<file path="src/nes_bus_pkg.sv">
`default_nettype none

package nes_bus_pkg;

	// Bus payloads
	typedef logic [15:0] addr_t;    // CPU address
	typedef logic [7:0]  data_t;    // CPU data byte
	typedef logic [4:0]  joy_data_t; // Serial bits from one joypad port

	// Only PAL has the long CPU cycle
	typedef enum logic [1:0] {
		NTSC  = 2'd0,
		PAL   = 2'd1,
		DENDY = 2'd2
	} sys_type_t;

	// Master clock ratios
	localparam int CPU_DIV   = 12; // Master clocks per CPU cycle
	localparam int PPU_DIV   = 4;  // Master clocks per PPU tick
	localparam int PAL_GROUP = 5;  // CPU cycles per PAL stretch group

	// Fixed register addresses
	localparam addr_t OAM_DMA_ADDR    = 16'h4014; // Write starts sprite DMA
	localparam addr_t OAM_DATA_ADDR   = 16'h2004; // Sprite DMA target
	localparam addr_t APU_STATUS_ADDR = 16'h4015;
	localparam addr_t JOY1_ADDR       = 16'h4016;
	localparam addr_t JOY2_ADDR       = 16'h4017;

	// Region bounds, upper one exclusive
	localparam addr_t PPU_LO = 16'h2000;
	localparam addr_t PPU_HI = 16'h4000;
	localparam addr_t APU_LO = 16'h4000;
	localparam addr_t APU_HI = 16'h4018;

endpackage

`default_nettype wire

</file>
<file path="src/cpu_clock_gen.sv">
`timescale 1ns/10ps
`default_nettype none

// Master clock timeline, normal cycle
//   clk  0123456789AB
//   PPU  ---P---P---P
//   CPU  -----------C
// In the long PAL cycle the CPU divider sits on 0 through an extra tick

module cpu_clock_gen import nes_bus_pkg::*; (
	input  logic      clk,
	input  logic      reset,
	input  sys_type_t sys_type,
	output logic      cpu_ce,      // One clock per CPU cycle
	output logic      ppu_ce,      // One clock per PPU tick
	output logic      cart_slot,   // Cartridge access tick
	output logic      ppu_rd_slot, // PPU register read tick
	output logic      ppu_wr_slot, // PPU register write tick
	output logic      odd_cycle,   // 1 == odd, 0 == even
	output logic      cpu_reset
);

	logic [3:0] div_cpu;       // Master clocks into the CPU cycle
	logic [1:0] div_ppu;       // Master clocks into the PPU tick
	logic [1:0] ppu_tick;      // PPU tick number since last cpu_ce
	logic [2:0] pal_count;     // Position in the PAL group
	logic       hold_reset;
	sys_type_t  last_sys_type;
	logic       stretch;
	logic       cpu_stall;
	logic       first_slot;

	assign cpu_ce = (div_cpu == 4'(CPU_DIV - 1));
	assign ppu_ce = (div_ppu == 2'(PPU_DIV - 1));

	// Last cycle of a PAL group runs one PPU tick long
	assign stretch   = (pal_count == 3'(PAL_GROUP - 1));
	assign cpu_stall = stretch && (ppu_tick == 2'd0); // Freeze CPU divider through tick 0

	// Slots move one tick later in the long cycle
	assign first_slot  = ppu_ce && (ppu_tick == {1'b0, stretch});
	assign cart_slot   = first_slot;      // Cart sees CPU data first
	assign ppu_wr_slot = first_slot;
	assign ppu_rd_slot = ppu_ce && (ppu_tick == (stretch ? 2'd2 : 2'd1));

	assign cpu_reset = reset || hold_reset; // Released at first CPU cycle

	always_ff @(posedge clk) begin
		if (reset) begin
			div_cpu       <= 4'd0;
			div_ppu       <= 2'd0;
			ppu_tick      <= 2'd0;
			pal_count     <= 3'd0;
			odd_cycle     <= 1'b1;
			hold_reset    <= 1'b1;
			last_sys_type <= sys_type;
		end else begin
			last_sys_type <= sys_type;

			if (!cpu_stall)
				div_cpu <= cpu_ce ? 4'd0 : div_cpu + 4'd1;
			div_ppu <= ppu_ce ? 2'd0 : div_ppu + 2'd1;

			// Tick numbering restarts with every CPU cycle
			if (cpu_ce)
				ppu_tick <= 2'd0;
			else if (ppu_ce)
				ppu_tick <= ppu_tick + 2'd1;

			if (cpu_ce) begin
				odd_cycle  <= !odd_cycle;
				hold_reset <= 1'b0;
				if (sys_type == PAL)
					pal_count <= stretch ? 3'd0 : pal_count + 3'd1; // Group of five
			end

			// New system type, start all dividers over
			if (sys_type != last_sys_type) begin
				div_cpu   <= 4'd0;
				div_ppu   <= 2'd0;
				ppu_tick  <= 2'd0;
				pal_count <= 3'd0;
			end
		end
	end

endmodule

`default_nettype wire

</file>
<file path="src/oam_dmc_dma.sv">
`timescale 1ns/10ps
`default_nettype none

// Sprite DMA reads on even cycles and writes OAM on odd cycles
// DMC fetch always lands on an even cycle and bumps the sprite read

module oam_dmc_dma import nes_bus_pkg::*; (
	input  logic  clk,
	input  logic  reset,
	input  logic  cpu_ce,
	input  logic  odd_cycle,
	input  logic  sprite_trigger, // CPU wrote the DMA page register
	input  logic  dmc_request,
	input  logic  cpu_rnw,        // CPU in a read cycle
	input  data_t cpu_wdata,      // Page number at trigger
	input  data_t read_data,      // Byte returned on the bus
	input  addr_t dmc_addr,
	output addr_t dma_addr,
	output logic  dma_enable,     // DMA owns the bus
	output logic  dma_read,
	output data_t dma_wdata,
	output logic  dmc_ack,
	output logic  pause_cpu
);

	localparam logic [1:0] SPR_IDLE = 2'b00;
	localparam logic [1:0] SPR_WAIT = 2'b01; // Paused, waiting for odd read cycle
	localparam logic [1:0] SPR_RUN  = 2'b11; // Bit 1 set while moving bytes

	logic [1:0] spr_state;
	logic       dmc_state;
	data_t      spr_page;
	data_t      spr_index;
	data_t      spr_byte;   // Source byte held for the OAM write
	logic [8:0] index_next; // Carry out ends the page

	assign index_next = {1'b0, spr_index} + 9'd1;

	always_ff @(posedge clk) begin
		if (reset) begin
			spr_state <= SPR_IDLE;
			dmc_state <= 1'b0;
		end else if (cpu_ce) begin
			if (!dmc_state && dmc_request && cpu_rnw && !odd_cycle)
				dmc_state <= 1'b1;      // Claim the next even cycle
			if (dmc_state && !odd_cycle)
				dmc_state <= 1'b0;

			if (sprite_trigger)
				spr_state <= SPR_WAIT;
			if (spr_state == SPR_WAIT && cpu_rnw && odd_cycle)
				spr_state <= SPR_RUN;
			if (spr_state[1] && !odd_cycle && dmc_state)
				spr_state <= SPR_WAIT; // Read lost to DMC, idle odd cycle follows
			if (spr_state[1] && odd_cycle && index_next[8])
				spr_state <= SPR_IDLE; // Index FF written
		end
	end

	always_ff @(posedge clk) begin
		if (cpu_ce) begin
			if (sprite_trigger) begin
				spr_page  <= cpu_wdata;
				spr_index <= 8'h00;
			end
			if (spr_state[1] && odd_cycle)
				spr_index <= index_next[7:0];
			if (spr_state[1] && !odd_cycle && !dmc_ack)
				spr_byte <= read_data; // End of the sprite read cycle
		end
	end

	assign dmc_ack    = dmc_state && !odd_cycle;
	assign dma_enable = dmc_ack || spr_state[1];
	assign dma_read   = !odd_cycle;
	assign dma_wdata  = spr_byte;
	assign pause_cpu  = spr_state[0] || dmc_request;

	assign dma_addr = dmc_ack    ? dmc_addr :
	                  !odd_cycle ? {spr_page, spr_index} :
	                               OAM_DATA_ADDR;

endmodule

`default_nettype wire

</file>
<file path="src/bus_arbiter.sv">
`timescale 1ns/10ps
`default_nettype none

module bus_arbiter import nes_bus_pkg::*; (
	// CPU side
	input  addr_t cpu_addr,
	input  data_t cpu_wdata,
	input  logic  cpu_rnw,
	// DMA side
	input  addr_t dma_addr,
	input  data_t dma_wdata,
	input  logic  dma_enable,
	input  logic  dma_read,
	// Timing
	input  logic  cart_slot,
	input  logic  ppu_rd_slot,
	input  logic  ppu_wr_slot,
	input  logic  cpu_ce,
	// Shared bus
	output addr_t bus_addr,
	output data_t bus_wdata,
	output logic  bus_read,
	output logic  bus_write,
	// Strobes and selects
	output logic  sprite_trigger,
	output logic  ppu_reg_read,
	output logic  ppu_reg_write,
	output logic  prg_read,
	output logic  prg_write,
	output logic  apu_cs,
	output logic  ppu_cs,
	output logic  joy1_cs,
	output logic  joy2_cs,
	output logic  status_cs
);

	// DMA wins whenever it asks
	assign bus_addr  = dma_enable ? dma_addr  : cpu_addr;
	assign bus_wdata = dma_enable ? dma_wdata : cpu_wdata;
	assign bus_read  = dma_enable ? dma_read  : cpu_rnw;
	assign bus_write = !bus_read;

	// Address map
	assign ppu_cs    = (bus_addr >= PPU_LO) && (bus_addr < PPU_HI); // 8 regs mirrored
	assign apu_cs    = (bus_addr >= APU_LO) && (bus_addr < APU_HI); // APU and I/O
	assign joy1_cs   = (bus_addr == JOY1_ADDR);
	assign joy2_cs   = (bus_addr == JOY2_ADDR);
	assign status_cs = (bus_addr == APU_STATUS_ADDR);

	// PPU register access once per CPU cycle, on its own tick
	assign ppu_reg_read  = ppu_cs && bus_read  && ppu_rd_slot;
	assign ppu_reg_write = ppu_cs && bus_write && ppu_wr_slot;

	// Cart strobes on the first tick with CPU data valid
	assign prg_read  = bus_read && cart_slot && !apu_cs && !ppu_cs;
	assign prg_write = bus_write && cart_slot;

	// Page register write from the CPU itself
	assign sprite_trigger = cpu_ce && !dma_enable && bus_write && (bus_addr == OAM_DMA_ADDR);

endmodule

`default_nettype wire

</file>
<file path="src/cpu_data_bus.sv">
`timescale 1ns/10ps
`default_nettype none

module cpu_data_bus import nes_bus_pkg::*; (
	input  logic      clk,
	input  logic      reset,
	input  logic      bus_read,
	input  logic      bus_write,
	input  data_t     bus_wdata,
	input  logic      apu_cs,
	input  logic      ppu_cs,
	input  logic      joy1_cs,
	input  logic      joy2_cs,
	input  logic      status_cs,
	input  joy_data_t joypad1_data,
	input  joy_data_t joypad2_data,
	input  data_t     ppu_dout,
	input  data_t     apu_status,
	input  data_t     prg_din,
	input  logic      prg_allow,    // Cart memory answers this address
	output data_t     cpu_din,
	output logic [2:0] joypad_out,  // Strobe bits to both ports
	output logic [1:0] joypad_clock // One per port, high during a read
);

	data_t open_bus; // Last value seen on the data bus

	// Read data by fixed priority
	always_comb begin
		if (reset) begin
			cpu_din = 8'h00;
		end else if (apu_cs) begin
			if (joy1_cs)
				cpu_din = {open_bus[7:5], joypad1_data}; // Upper bits float
			else if (joy2_cs)
				cpu_din = {open_bus[7:5], joypad2_data};
			else if (status_cs)
				cpu_din = apu_status;
			else
				cpu_din = open_bus;        // Write-only APU regs
		end else if (ppu_cs) begin
			cpu_din = ppu_dout;
		end else if (prg_allow) begin
			cpu_din = prg_din;
		end else begin
			cpu_din = open_bus;            // Nothing drives the bus
		end
	end

	// Bus capacitance keeps the last byte
	always_ff @(posedge clk) begin
		open_bus <= cpu_din;
	end

	// Strobe latch on the first port address
	always_ff @(posedge clk) begin
		if (reset)
			joypad_out <= 3'b000;
		else if (bus_write && joy1_cs)
			joypad_out <= bus_wdata[2:0];
	end

	// Shift clocks follow reads of each port
	assign joypad_clock = {joy2_cs && bus_read, joy1_cs && bus_read};

endmodule

`default_nettype wire

</file>
<file path="src/nes_bus_top.sv">
`timescale 1ns/10ps
`default_nettype none

module nes_bus_top import nes_bus_pkg::*; (
	input  logic       clk,
	input  logic       reset,
	input  sys_type_t  sys_type,
	// CPU pins
	input  addr_t      cpu_addr,
	input  data_t      cpu_wdata,
	input  logic       cpu_rnw,
	output data_t      cpu_din,
	output logic       cpu_ce,
	output logic       ppu_ce,
	output logic       odd_cycle,
	output logic       cpu_reset,
	output logic       pause_cpu,   // CPU RDY, inverted
	// DMC channel of the APU
	input  logic       dmc_request,
	input  addr_t      dmc_addr,
	output logic       dmc_ack,
	// Read sources
	input  data_t      ppu_dout,
	input  data_t      apu_status,
	input  data_t      prg_din,
	input  logic       prg_allow,
	// Shared bus
	output addr_t      bus_addr,
	output data_t      bus_wdata,
	output logic       bus_read,
	output logic       bus_write,
	output logic       ppu_reg_read,
	output logic       ppu_reg_write,
	output logic       prg_read,
	output logic       prg_write,
	// Controller ports
	input  joy_data_t  joypad1_data,
	input  joy_data_t  joypad2_data,
	output logic [2:0] joypad_out,
	output logic [1:0] joypad_clock
);

	logic  cart_slot;
	logic  ppu_rd_slot;
	logic  ppu_wr_slot;
	addr_t dma_addr;
	data_t dma_wdata;
	logic  dma_enable;
	logic  dma_read;
	logic  sprite_trigger;
	logic  apu_cs;
	logic  ppu_cs;
	logic  joy1_cs;
	logic  joy2_cs;
	logic  status_cs;

	cpu_clock_gen u_clock_gen (
		.clk         (clk),
		.reset       (reset),
		.sys_type    (sys_type),
		.cpu_ce      (cpu_ce),
		.ppu_ce      (ppu_ce),
		.cart_slot   (cart_slot),
		.ppu_rd_slot (ppu_rd_slot),
		.ppu_wr_slot (ppu_wr_slot),
		.odd_cycle   (odd_cycle),
		.cpu_reset   (cpu_reset)
	);

	oam_dmc_dma u_dma (
		.clk            (clk),
		.reset          (reset),
		.cpu_ce         (cpu_ce),
		.odd_cycle      (odd_cycle),
		.sprite_trigger (sprite_trigger),
		.dmc_request    (dmc_request),
		.cpu_rnw        (cpu_rnw),
		.cpu_wdata      (cpu_wdata),
		.read_data      (cpu_din),      // Sprite source byte comes back here
		.dmc_addr       (dmc_addr),
		.dma_addr       (dma_addr),
		.dma_enable     (dma_enable),
		.dma_read       (dma_read),
		.dma_wdata      (dma_wdata),
		.dmc_ack        (dmc_ack),
		.pause_cpu      (pause_cpu)
	);

	bus_arbiter u_arbiter (
		.cpu_addr       (cpu_addr),
		.cpu_wdata      (cpu_wdata),
		.cpu_rnw        (cpu_rnw),
		.dma_addr       (dma_addr),
		.dma_wdata      (dma_wdata),
		.dma_enable     (dma_enable),
		.dma_read       (dma_read),
		.cart_slot      (cart_slot),
		.ppu_rd_slot    (ppu_rd_slot),
		.ppu_wr_slot    (ppu_wr_slot),
		.cpu_ce         (cpu_ce),
		.bus_addr       (bus_addr),
		.bus_wdata      (bus_wdata),
		.bus_read       (bus_read),
		.bus_write      (bus_write),
		.sprite_trigger (sprite_trigger),
		.ppu_reg_read   (ppu_reg_read),
		.ppu_reg_write  (ppu_reg_write),
		.prg_read       (prg_read),
		.prg_write      (prg_write),
		.apu_cs         (apu_cs),
		.ppu_cs         (ppu_cs),
		.joy1_cs        (joy1_cs),
		.joy2_cs        (joy2_cs),
		.status_cs      (status_cs)
	);

	cpu_data_bus u_data_bus (
		.clk          (clk),
		.reset        (reset),
		.bus_read     (bus_read),
		.bus_write    (bus_write),
		.bus_wdata    (bus_wdata),
		.apu_cs       (apu_cs),
		.ppu_cs       (ppu_cs),
		.joy1_cs      (joy1_cs),
		.joy2_cs      (joy2_cs),
		.status_cs    (status_cs),
		.joypad1_data (joypad1_data),
		.joypad2_data (joypad2_data),
		.ppu_dout     (ppu_dout),
		.apu_status   (apu_status),
		.prg_din      (prg_din),
		.prg_allow    (prg_allow),
		.cpu_din      (cpu_din),
		.joypad_out   (joypad_out),
		.joypad_clock (joypad_clock)
	);

endmodule

`default_nettype wire

</file>
<file path="config.mk">
export PLATFORM = sky130hd
export DESIGN_NAME = nes_bus_top
export DESIGN_NICKNAME = d
export VERILOG_FILES = /design/src/nes_bus_pkg.sv /design/src/cpu_clock_gen.sv /design/src/oam_dmc_dma.sv /design/src/bus_arbiter.sv /design/src/cpu_data_bus.sv /design/src/nes_bus_top.sv
export SDC_FILE = /design/constraint.sdc
export NUM_CORES = 1
export LEC_CHECK = 0
export BUFFER_PORTS_ARGS = -buffer_cell sky130_fd_sc_hd__clkbuf_2
export CORE_MARGIN = 4
export CORE_UTILIZATION = 53
export DETAILED_ROUTE_END_ITERATION = 7
export MAX_ROUTING_LAYER = met4
export PLACE_DENSITY = 0.84
export SYNTH_ARGS = -nofsm -noshare
export SYNTH_HDL_FRONTEND = slang
export SYNTH_HIERARCHICAL = 1
export SYNTH_SLANG_ARGS = --single-unit
export TNS_END_PERCENT = 100
</file>
<file path="constraint.sdc">
create_clock -name clk -period 4.7 [get_ports clk]
set_clock_uncertainty 0.05 [all_clocks]
set_input_delay 0.235 -clock clk [delete_from_list [all_inputs] [get_ports clk]]
set_output_delay 0.235 -clock clk [all_outputs]
set_load 0.01 [all_outputs]
</file>
# After elaboration in Yosys (flattened, before gate mapping)
# Cells that the tools add are included.
# W data, S select, Z words.
# totals
regBits	53
out_inout_bits	49
wordCells	111
in_bits	81
# op_classes
n_reduce_logical	53
add_sub_neg	5
muxes	23
n_eq_ne	12
order_cmp	4
# op_table
operator	n
$mux W8	10
$eq A16 B15 Y1 const B	4
$mux W16	3
$lt A16 B15 Y1 const B	2
$logic_and A1 B1 Y1	30
$ge A16 B14 Y1 const B	1
$ge A16 B15 Y1 const B	1
$reduce_and A2 Y1	6
$mux W2	5
$add A8 B1 Y9 const B	1
$logic_not A1 Y1	7
$reduce_or A3 Y1	2
$add A2 B1 Y2 const B	2
$add A4 B1 Y4 const B	1
$eq A2 B1 Y1 const B	2
$eq A4 B4 Y1 const B	1
$mux W4	1
$reduce_bool A2 Y1	2
$reduce_bool A4 Y1	1
$add A3 B1 Y3 const B	1
$eq A3 B3 Y1 const B	1
$logic_or A1 B1 Y1	3
$mux W1	3
$mux W3	1
6 further kinds	6

# Longest topological paths before layout
# Gate-level depths: netlist (run 1).
# logic_depth
ltp_word	11
mapped_depth	12
ltp_nobuf	9

# Modules after synthesis
# Netlist (run 1), hierarchy kept.
# by_module_without_submodules
mod	instances	area_per_inst_um2	cells_each	seq_area_each_um2
oam_dmc_dma	1	1306.3	113	780.7
cpu_data_bus	1	835.8	88	220.2
cpu_clock_gen	1	700.7	76	300.3
bus_arbiter	1	515.5	63	0.0

# Least setup slack after synthesis (run 1)
# OpenSTA, ideal clock, no wires.
# synth_path
kind	flip-flop to output port
from	register u_clock_gen.odd_cycle
to	output port cpu_din[0]
stages_incl_launch_ff	11
n_path_buf	2
required_ps	4415
path_slack_ps	1434
arrival_ps	2981
cell_sequence	dfxtp_1 buf_2 buf_1 nor2_1 or4b_1 o22ai_2 o2111ai_2 nor3_1 or2_1 o2111ai_1 a21oi_1
# synth_via
word_cells_on_any_way	21
cone_classes	4 x order compare; 3 x eq/ne; 9 x mux; 5 x reduce/logical
# synth_lines
element	line_no	text
from (decl)	cpu_clock_gen.sv:19	output logic odd_cycle,
from (signal assigned)	cpu_clock_gen.sv:71	odd_cycle <= !odd_cycle;
$logic_not A1 Y1	oam_dmc_dma.sv:73	assign dmc_ack = dmc_state && !odd_cycle;
$logic_and A1 B1 Y1	oam_dmc_dma.sv:73	
$mux W16 (*)	oam_dmc_dma.sv:79	assign dma_addr = dmc_ack ? dmc_addr :
named net dma_addr[9]	nes_bus_top.sv:46	addr_t dma_addr;
$mux W16 (*)	bus_arbiter.sv:38	assign bus_addr = dma_enable ? dma_addr : cpu_addr;
$eq A16 B15 Y1 (*)	bus_arbiter.sv:46	assign joy1_cs = (bus_addr == JOY1_ADDR);
named net joy1_cs	nes_bus_top.sv:53	logic joy1_cs;
$mux W8 (*)	cpu_data_bus.sv:33	if (joy1_cs)
$mux W8 (*)	cpu_data_bus.sv:32	end else if (apu_cs) begin
$mux W8 (*)	cpu_data_bus.sv:30	if (reset) begin
to (decl)	nes_bus_top.sv:12	output data_t cpu_din,
# The timed path passes the listed nets; every way through them passes the cells marked *.

# Worst setup path in the final report (run 1)
# layout_path
from	register u_dma.dmc_state
to	output port cpu_din[5]
# layout_via
word_cells_on_any_way	19
cone_classes	4 x order compare; 3 x eq/ne; 8 x mux; 4 x reduce/logical
# layout_lines
element	line_no	text
from (decl)	oam_dmc_dma.sv:31	logic dmc_state;
from (signal assigned)	oam_dmc_dma.sv:42	dmc_state <= 1'b0;
from (signal assigned)	oam_dmc_dma.sv:45	dmc_state <= 1'b1;
from (signal assigned)	oam_dmc_dma.sv:47	dmc_state <= 1'b0;
$logic_and A1 B1 Y1 (*)	oam_dmc_dma.sv:73	
$logic_or A1 B1 Y1 (*)	oam_dmc_dma.sv:74	assign dma_enable = dmc_ack || spr_state[1];
named net dma_enable	nes_bus_top.sv:48	logic dma_enable;
$mux W16 (*)	bus_arbiter.sv:38	
$ge A16 B15 Y1 / $lt A16 B15 Y1 (equally long branches)	bus_arbiter.sv:45	assign apu_cs = (bus_addr >= APU_LO) && (bus_addr < APU_HI);
$logic_and A1 B1 Y1 (*)	bus_arbiter.sv:45	
named net apu_cs	nes_bus_top.sv:51	logic apu_cs;
$mux W8 (*)	cpu_data_bus.sv:32	
$mux W8 (*)	cpu_data_bus.sv:30	
# Marked as above.

==> flow_summary.yaml, run 1 <==
job:
  maxCapViolCount: 0
setup_path:
  reg2regPathDepth: 9
  regToRegSetupSlack_ps: 890
  slowest_stage: "nor3_1"
  worstSetupStartpointType: "flip-flop"
  crit_path_max_fanout: 33
  critPathKind: "flip-flop to output pin"
  cp-startpoint: "u_dma/dmc_state"
  endpoint: "cpu_din[5]"
  critical_path_required_ps: 4410
  rr_startpoint: "u_dma/dmc_state"
  arrival_ps: 4020
  r2r-end: "u_dma/dma_wdata[7]"
  max_stage_delay_ps: 680
  crit_chain: "nor2b_1 -> or2_2 -> or4_1 -> o22ai_2 -> nand2_2 -> nor3_1 -> inv_1 -> a221oi_2 -> clkbuf_2"
  crit_path_end_kind: "output pin"
yosys:
  ys_seq_elements: 53
  yosys.area.top_type: "edfxtp_1"
  synthMuxAreaShare: 0.190
  synthesis.area_um2: 3360
  ys_seq_area_frac: 0.387
  synth_top_family_by_area: "simple AND/OR/NAND/NOR gates"
  synth_simple_gate_area_share: 0.216
  syn_avg_cell_area_um2: 9.88
  synthArstFlopShare: 0
  synthFlopType: "dfxtp_1"
  synth_common_cells: "dfxtp_1 (29), mux2i_1 (25), edfxtp_1 (24), nand2_1 (24), nor2_1 (23)"
  yosysMostFrequentCell: "dfxtp_1"
  synth_compound_area_frac: 0.111
  yosys-top-cells-area: "edfxtp_1 (21%), dfxtp_1 (17%), mux2i_1 (7.5%), mux2_1 (6.0%), mux2_2 (3.7%)"
  synth_nets: 427
  yosysUniqueCellTypes: 54
  synthCells: 340
  synth_top_area_share: 0.215
  yosys.area_share.xor_xnor: 0.0209
  yosys.area_share.adder: 0.0224
  synth_edf_count: 24
  yosysWarnings: 6
timing:
  tns_ps: 0
  rsz0062_at_grt: "false"
  slew_headroom: 0.457
  max_slew.worst_pin.slew_ps: 808
  hold_violations: 0
  report.final.slew_viol_count: 0
  fmax_mhz: 232
  finalCriticalPeriod_ps: 4300
  setup_violations: 0
  fin_crit_sh: 0.916
clock_tree:
  clk_pin_slew_ps: 90
  root_buffer: "clkbuf_8"
  htreeDepth: 2
  cts.sinks: 53
  post_cts_buffers: 0
  cts_made_buffers: 5
  cts.repair.resized: 0
  cts_tree: "done"
  clk_latency_ps: 310
  ctsHoldBuffers: 0
  cts_buffer_depth: 2
routing:
  wl_per_cell_um: 16.7
  vias: 3079
  avgViaCountPerCell: 5.68
  ant_nets: 0
  firstDrtPassIters: 4
  routed_wl_mm: 9.07
  drt-initial-drc-count: 180
  drc: 0
global_route:
  grt.overflow.total: 0
  grt_max_degree: 34
  track_usage: 0.237
  grt_antenna_before_repair: 0
  grt_pass1_wl_mm: 14.0
  grt_pass1_vias: 3054
floorplan:
  die_area_um2: 7670
  row_count: 28
  start_util: 0.557
  pin_count: 130
  die_width_um: 87.6
  core-area_um2: 6030
  fp.dieH_um: 87.6
placed_design:
  hpwl_mm: 7.15
  gp_congestion: 0.922
  post-place-cells: 534
  io_buffers: 129
final_layout:
  seqCellArea_um2: 1300
  multi_input_area_um2: 1890
  nFillCells: 498
  antennaDiodeCount: 0
  layout.nets: 553
  area_delta_synth_final_pct: 23.2
  drive_gt1_frac: 0.368
  final_cells: 542
min_path:
  hp-class: "input pin to flip-flop"
  min_delay_path_depth: 1
power:
  vdd.ir_drop.worst_mv: 0.141
  cellLeakagePower_uw: 0.00165
  pwr_density_cell_nw_per_um2: 223
run_status:
  status: "complete, no violations"
per-layer routing:
metal  vias to the layer above  share of wire  wire, µm  GRT usage
li1                       1502              -         -          -
met1                      1433           0.41      3760      0.300
met2                       129           0.50      4500      0.391
met3                        15          0.073       662     0.0273
met4                         0          0.017       151     0.0879
met5                         -              0         0          -
power by group:
group | leakage, µW | internal [µW] | switching (µW)
sequential | 0.000472 | 488 | 4.23
combinational | 0.00113 | 63.3 | 61.9
clock | 0.0000552 | 158 | 147
registers in the layout, summed over array words and instances, names as in the netlist, 2 cells and up:
| signal | cells |
|---|---|
| u_clock_gen/pal_count | 3 |
| u_clock_gen/ppu_tick | 2 |
| u_dma/spr_index | 8 |
| u_dma/spr_state | 2 |
| u_dma/spr_page | 8 |
| u_data_bus/joypad_out | 3 |
| u_clock_gen/div_ppu | 2 |
| u_data_bus/open_bus | 8 |
| u_clock_gen/last_sys_type | 2 |
| u_clock_gen/div_cpu | 4 |
| u_dma/dma_wdata | 8 |
worst min-delay path by stage:
stage / startpoint / endpoint / slack, ps
4_1_cts: sys_type[1] / u_clock_gen/last_sys_type[1] / 30
3_5_place_dp: sys_type[1] / u_clock_gen/last_sys_type[1] / 350
6_report: sys_type[0] / u_clock_gen/last_sys_type[0] / 40
3_3_place_gp: sys_type[0] / u_clock_gen/last_sys_type[0] / 340
5_1_grt: sys_type[0] / u_clock_gen/last_sys_type[0] / 50
2_1_floorplan: sys_type[0] / u_clock_gen/last_sys_type[0] / 210
cell type report:
| class | count | area share |
|---|---|---|
| clock buffers | 6 | 0.0175 |
| clock inverters | 2 | 0.00847 |
| inverters | 14 | 0.0127 |
| multi-input cells | 257 | 0.457 |
| flip-flops and latches | 53 | 0.315 |
| well taps | 75 | 0.0227 |
| repair buffers | 135 | 0.167 |
cell families (layout without fill, tap and decap cells):
logic type                 Yosys count  in the layout
AOI/OAI and AO/OA                   54             54
xor gates and xnor gates             8              8
adders and majority gates            6              6
buffers and inverters               30            157
DFF                                 53             53
muxes                               58             58
and+or+nand+nor                    131            131
worst max-delay path: cells and delay by family, from the launching register on:
kind / cells / cell delay [ps]
DFF: 1 / 320
and+or+nand+nor: 5 / 2120
AOI/OAI and AO/OA: 2 / 630
buffers and inverters: 2 / 630
layout by cell type, fill, tap and decap left out, types with 6 or more instances in the layout:
cell type	instances
a21oi_1	21
buf_4	6
clkbuf_2	129
dfxtp_1	29
edfxtp_1	24
ha_1	6
inv_1	13
mux2_1	18
mux2_2	11
mux2i_1	25
nand2_1	24
nand2b_1	14
nand3_1	8
nor2_1	23
nor3_1	8
o21ai_0	9
or3_1	7
or3b_1	8
per-stage QoR:
stage	util	setup slack, ps	total power (µW)	area (µm²)	hold slack [ps]
6_report	0.686	396	923	4140	37.2
5_1_grt	0.686	77.3	953	4140	47.7
4_1_cts	0.686	388	926	4130	30.1
3_5_place_dp	0.668	706	627	4020	349
3_3_place_gp	0.668	871	624	4020	341
2_1_floorplan	-	1430	562	3360	213
Power figures use the tool's default switching activity.
==> inputs of run 2 (changes only) <==
Settings changed: ABC_AREA set to 1, CORE_UTILIZATION 53 to 55, PLACE_DENSITY 0.84 to 0.85.
==> flow_summary.yaml, run 2 <==
run_status:
  status: "complete, no violations"
power:
  pwr_density_cell_nw_per_um2: 199
  vdd.ir_drop.worst_mv: 0.176
  cellLeakagePower_uw: 0.00236
final_layout:
  fin_util: 0.686
  layout_common_cells: "nand2_1 (201), clkbuf_2 (129), inv_1 (82)"
  layout.nets: 785
  drive_gt1_frac: 0.273
  design_area_um2: 4480
  antennaDiodeCount: 0
  final_common_cell: "nand2_1"
  final_cells: 776
  area_delta_synth_final_pct: 18.3
global_route:
  grt_antenna_before_repair: 0
  track_usage: 0.242
  grt.overflow.total: 0
  grt_max_degree: 33
  grt_pass1_vias: 3608
  grt_pass1_wl_mm: 16.2
setup_path:
  crit_path_end_kind: "output pin"
  slowest_stage: "nor2_1"
  worstSetupStartpointType: "flip-flop"
  critical_path_required_ps: 4410
  crit_chain: "inv_1 -> nor2_4 -> inv_1 -> nand2_1 -> buf_4 -> nand2_1 -> nand2_1 -> nand2_1 -> inv_1 -> nand2_1 -> nor2_2 -> nand2_2 -> nor2_1 -> inv_4 -> nand4_2 -> nand3_1 -> a21oi_1 -> clkbuf_2"
  regToRegSetupSlack_ps: 970
  reg2regPathDepth: 18
  critical_path.top_delay_family: "simple AND/OR/NAND/NOR gates"
  crit_top_cell: "nand2_1"
  r2r-end: "u_dma/dma_wdata[5]"
  rr_startpoint: "u_dma/dmc_state"
  arrival_ps: 3960
  cp-startpoint: "u_dma/dmc_state"
  critPathKind: "flip-flop to output pin"
  max_stage_delay_ps: 550
  crit_buf_inv: 6
  crit_path_max_fanout: 32
timing:
  report.final.slew_viol_count: 0
  slew_headroom: 0.224
  fmax_mhz: 236
  tns_ps: 0
  holdWs_ps: 10.1
  rsz0062_at_grt: "false"
  max_slew.worst_pin.slew_ps: 1150
  fin_crit_sh: 0.903
  finalCriticalPeriod_ps: 4240
  setup_violations: 0
  hold_violations: 0
routing:
  routed_wl_mm: 10.0
  avgViaCountPerCell: 5.05
  ant_nets: 0
  drc: 0
  vias: 3918
  wl_per_cell_um: 12.9
  drt-initial-drc-count: 262
  firstDrtPassIters: 5
yosys:
  ys_seq_area_frac: 0.344
  yosysWarnings: 6
  yosys.area.top_type: "nand2_1"
  yosys.area_share.xor_xnor: 0.00694
  yosys-top-cells-area: "nand2_1 (20%), edfxtp_1 (19%), dfxtp_1 (15%), inv_1 (8.1%), nor2_1 (6.1%)"
  yosysUniqueCellTypes: 40
  synthFlopType: "dfxtp_1"
  synthesis.area_um2: 3790
  yosys.area_share.adder: 0.0198
  syn_avg_cell_area_um2: 6.56
  synth_edf_count: 24
  yosysMostFrequentCell: "nand2_1"
  ys_seq_elements: 53
  synth_top_area_share: 0.199
  synthCells: 577
  synth_top_family_by_area: "simple AND/OR/NAND/NOR gates"
  synth_compound_area_frac: 0.0793
  synthArstFlopShare: 0
  synth_nets: 664
  synth_simple_gate_area_share: 0.410
  synth_common_cells: "nand2_1 (201), inv_1 (82), nor2_1 (62)"
  synthMuxAreaShare: 0
placed_design:
  hpwl_mm: 7.90
  gp_congestion: 0.900
  post-place-cells: 767
  place_area_um2: 4380
  io_buffers: 129
floorplan:
  start_util: 0.580
  fp.dieH_um: 91.0
  die_area_um2: 8280
  core-area_um2: 6530
  die_width_um: 91.0
  pin_count: 130
  row_count: 29
min_path:
  min_delay_path_depth: 1
  hold_path_startpoint: "sys_type[0]"
  whs_endpoint: "u_clock_gen/last_sys_type[0]"
  hp-class: "input pin to flip-flop"
job:
  maxCapViolCount: 0
clock_tree:
  clk_latency_ps: 310
  cts.sinks: 53
  cts_tree: "done"
  cts_made_buffers: 5
  htreeDepth: 2
  clk_pin_slew_ps: 100
  root_buffer: "clkbuf_8"
  cts_buffer_depth: 2
## run 2: repair_timing
item,in CTS,in global routing
hold endpoints to repair,1,0
setup buffers,0,0
hold buffers,1,0
resized for setup,0,2
endpoints found under the setup margin,0,3
## run 2: report_power, final
| part | total, µW | leakage (µW) | internal [µW] | switching [µW] |
|---|---|---|---|---|
| Sequential | 491 | 0.000446 | 487 | 4.17 |
| Clock | 259 | 0.0000456 | 107 | 153 |
| Combinational | 139 | 0.00187 | 60.1 | 79.2 |
| Total | 890 | 0.00236 | 654 | 236 |
## run 2: per-layer routing
layer / share of wire / routed length, µm / track usage / vias up
met4: 0.0089 / 89 / 0.0666 / 0
met3: 0.086 / 861 / 0.0455 / 8
met2: 0.47 / 4730 / 0.400 / 159
li1: - / - / - / 2019
met5: 0 / 0 / - / -
met1: 0.43 / 4340 / 0.304 / 1732
## run 2: cell families (layout without fill, tap and decap cells)
kind of cell	count (synthesis)	count (layout)
simple gates	350	350
buf+inv	112	234
compound gates	53	53
flops	53	53
fa+ha+maj	6	6
xor+xnor	3	3
## run 2: how the worst max path moves through the flow
stage,to,cells past startpoint
final,cpu_din[6],18
after global routing,cpu_din[6],18
after CTS,cpu_din[2],20
after detailed placement,cpu_din[2],20
after global placement,cpu_din[3],20
after floorplan,cpu_din[6],17
## run 2: layout make-up
cell class	count	area, µm²
fillers	597	2050
flip-flops and latches	53	1300
clock buffers	6	72.6
repair buffers	133	678
well taps	77	96.3
multi-input cells	412	1960
inverters	93	359
clock inverters	2	13.8
## run 2: through the flow
step | setup slack [ps] | total power (µW)
4_1_cts | 354 | 896
6_report | 455 | 890
3_5_place_dp | 708 | 640
5_1_grt | 1.06 | 933
3_3_place_gp | 987 | 639
2_1_floorplan | 2000 | 571
==> inputs of run 3 (changes only) <==
Settings changed: CORE_UTILIZATION 55 to 56, CTS_BUF_LIST set to sky130_fd_sc_hd__clkbuf_8, PLACE_DENSITY 0.85 to 0.86.
==> flow_summary.yaml, run 3 (synthesized netlist as in run 2, its figures left out) <==
final_layout:
  layout_common_cells: "nand2_1 (201), clkbuf_2 (129), inv_1 (82)"
  drive_gt1_frac: 0.273
  area_delta_synth_final_pct: 18.6
  design_area_um2: 4490
  antennaDiodeCount: 0
  layout.nets: 786
  final_common_cell: "nand2_1"
timing:
  holdWs_ps: 19.8
  report.final.slew_viol_count: 0
  finalCriticalPeriod_ps: 4320
  tns_ps: 0
  rsz0062_at_grt: "false"
  fmax_mhz: 232
  max_slew.worst_pin.slew_ps: 1120
  setup_violations: 0
  fin_crit_sh: 0.919
  hold_violations: 0
  slew_headroom: 0.247
  worst_slack_ps: 381
setup_path:
  arrival_ps: 4030
  critPathKind: "flip-flop to output pin"
  max_stage_delay_ps: 620
  critical_path_required_ps: 4410
  worstSetupStartpointType: "flip-flop"
  crit_path_end_kind: "output pin"
  crit_top_cell: "nand2_1"
  crit_chain: "inv_1 -> nor2_4 -> inv_1 -> nand2_1 -> buf_4 -> inv_4 -> nand2_1 -> nand2_1 -> nor2_1 -> nand2_1 -> nor2_2 -> nand2_2 -> nor2_1 -> inv_2 -> nand2_1 -> nand3_1 -> nand2_1 -> nand2_1 -> a21oi_1 -> clkbuf_2"
  slowest_stage: "nor2_1"
  critical_path.top_delay_family: "simple AND/OR/NAND/NOR gates"
  crit_path_max_fanout: 32
  crit_buf_inv: 6
floorplan:
  fp.dieH_um: 90.2
  die_area_um2: 8140
  start_util: 0.586
  core-area_um2: 6460
  pin_count: 130
  row_count: 29
  die_width_um: 90.2
clock_tree:
  clk_pin_slew_ps: 100
  cts_tree: "done"
  clk_latency_ps: 300
  cts_made_buffers: 5
  root_buffer: "clkbuf_8"
  post_cts_buffers: 0
  htreeDepth: 2
  cts.sinks: 53
  cts_buffer_depth: 2
power:
  power_frac_clock: 0.298
  vdd.ir_drop.worst_mv: 0.129
  combPwrFrac: 0.155
  p_int_uw: 667
  pwr_density_cell_nw_per_um2: 200
  p_seq_frac: 0.547
  p_sw_uw: 231
  p_total_uw: 898
  cellLeakagePower_uw: 0.00238
  p_sw_frac: 0.257
routing:
  vias: 3991
  wl_met2_mm: 4.84
  firstDrtPassIters: 5
  drc: 0
  drt-met1-wl_mm: 4.27
  drt-initial-drc-count: 288
  wl_met3_um: 738
  avgViaCountPerCell: 5.14
  highest-signal-layer: "met4"
  ant_nets: 0
  routed_wl_mm: 10.0
  wl_per_cell_um: 12.9
global_route:
  grt_pass1_vias: 3758
  grt_max_degree: 33
  grt.overflow.total: 0
  grt_antenna_before_repair: 0
  track_usage: 0.247
  grt_pass1_wl_mm: 16.5
run_status:
  status: "complete, no violations"
job:
  maxCapViolCount: 0
placed_design:
  place_area_um2: 4390
  gp_congestion: 0.980
  post-place-ws_ps: 816
  hpwl_mm: 7.97
  io_buffers: 129
min_path:
  hp-class: "input pin to flip-flop"
-- run 3: cell count changes in the layout (fill, tap and decap cells not counted) --
cell	change
nor2_1	+2
nor2_2	-2
buf_4	+1
clkbuf_1	-1
clkbuf_8	+1
clkinv_4	+1
inv_6	-1
-- run 3: final timing paths --
check / from / endpoint / slack [ps] / depth (start not counted)
worst max-delay path: u_dma/dmc_state / cpu_din[2] / 380 / 20
worst min-delay path: sys_type[0] / u_clock_gen/last_sys_type[0] / 20 / 1
worst max register to register: u_dma/dmc_state / u_dma/dma_wdata[2] / 920 / 19
worst min register to register: u_clock_gen/div_ppu[0] / u_clock_gen/div_ppu[0] / 370 / 1
-- run 3: worst register-to-register path: stages (launching register included) --
cell and delay [ps]:
dfxtp_1 520, inv_1 280, nor2_4 350, inv_1 110
nand2_1 100, buf_4 200, inv_4 180, nand2_1 110
nand2_1 60, nor2_1 80, nand2_1 80, nor2_2 110
nand2_2 100, nor2_1 620, inv_2 140, nand2_1 90
nand3_1 70, nand2_1 60, nand2_1 60, a21oi_1 220
-- run 3: per-stage QoR --
step	std cells	util
2_1_floorplan	577	-
3_3_place_gp	768	0.679
3_5_place_dp	768	0.679
4_1_cts	777	0.695
5_1_grt	777	0.695
6_report	777	0.695
-- run 3: cell type report --
class | instances | area, µm²
repair buffers | 134 | 686
flip-flops and latches | 53 | 1300
well taps | 77 | 96.3
fillers | 554 | 1970
clock inverters | 2 | 13.8
inverters | 93 | 359
multi-input cells | 412 | 1950
clock buffers | 6 | 82.6
-- run 3: per-layer routing --
layer  track usage  vias to the layer above
met5             -                        -
met4        0.0714                        0
met3        0.0376                       13
met2         0.431                      180
met1         0.295                     1768
li1              -                     2030
-- run 3: timing repair --
item | 4_1_cts | 5_1_grt
hold buffers | 1 | 0
hold endpoints to repair | 1 | 0
resized for setup | 0 | 0
-- run 3: power by group through the flow --
| stage | logic [µW] | clock network [µW] | registers (µW) |
|---|---|---|---|
| final | 139 | 268 | 491 |
| after global routing | 156 | 289 | 492 |
| after CTS | 139 | 273 | 491 |
| after detailed placement | 137 | 0 | 502 |
| after global placement | 137 | 0 | 501 |
| after floorplan | 70.9 | 0 | 501 |
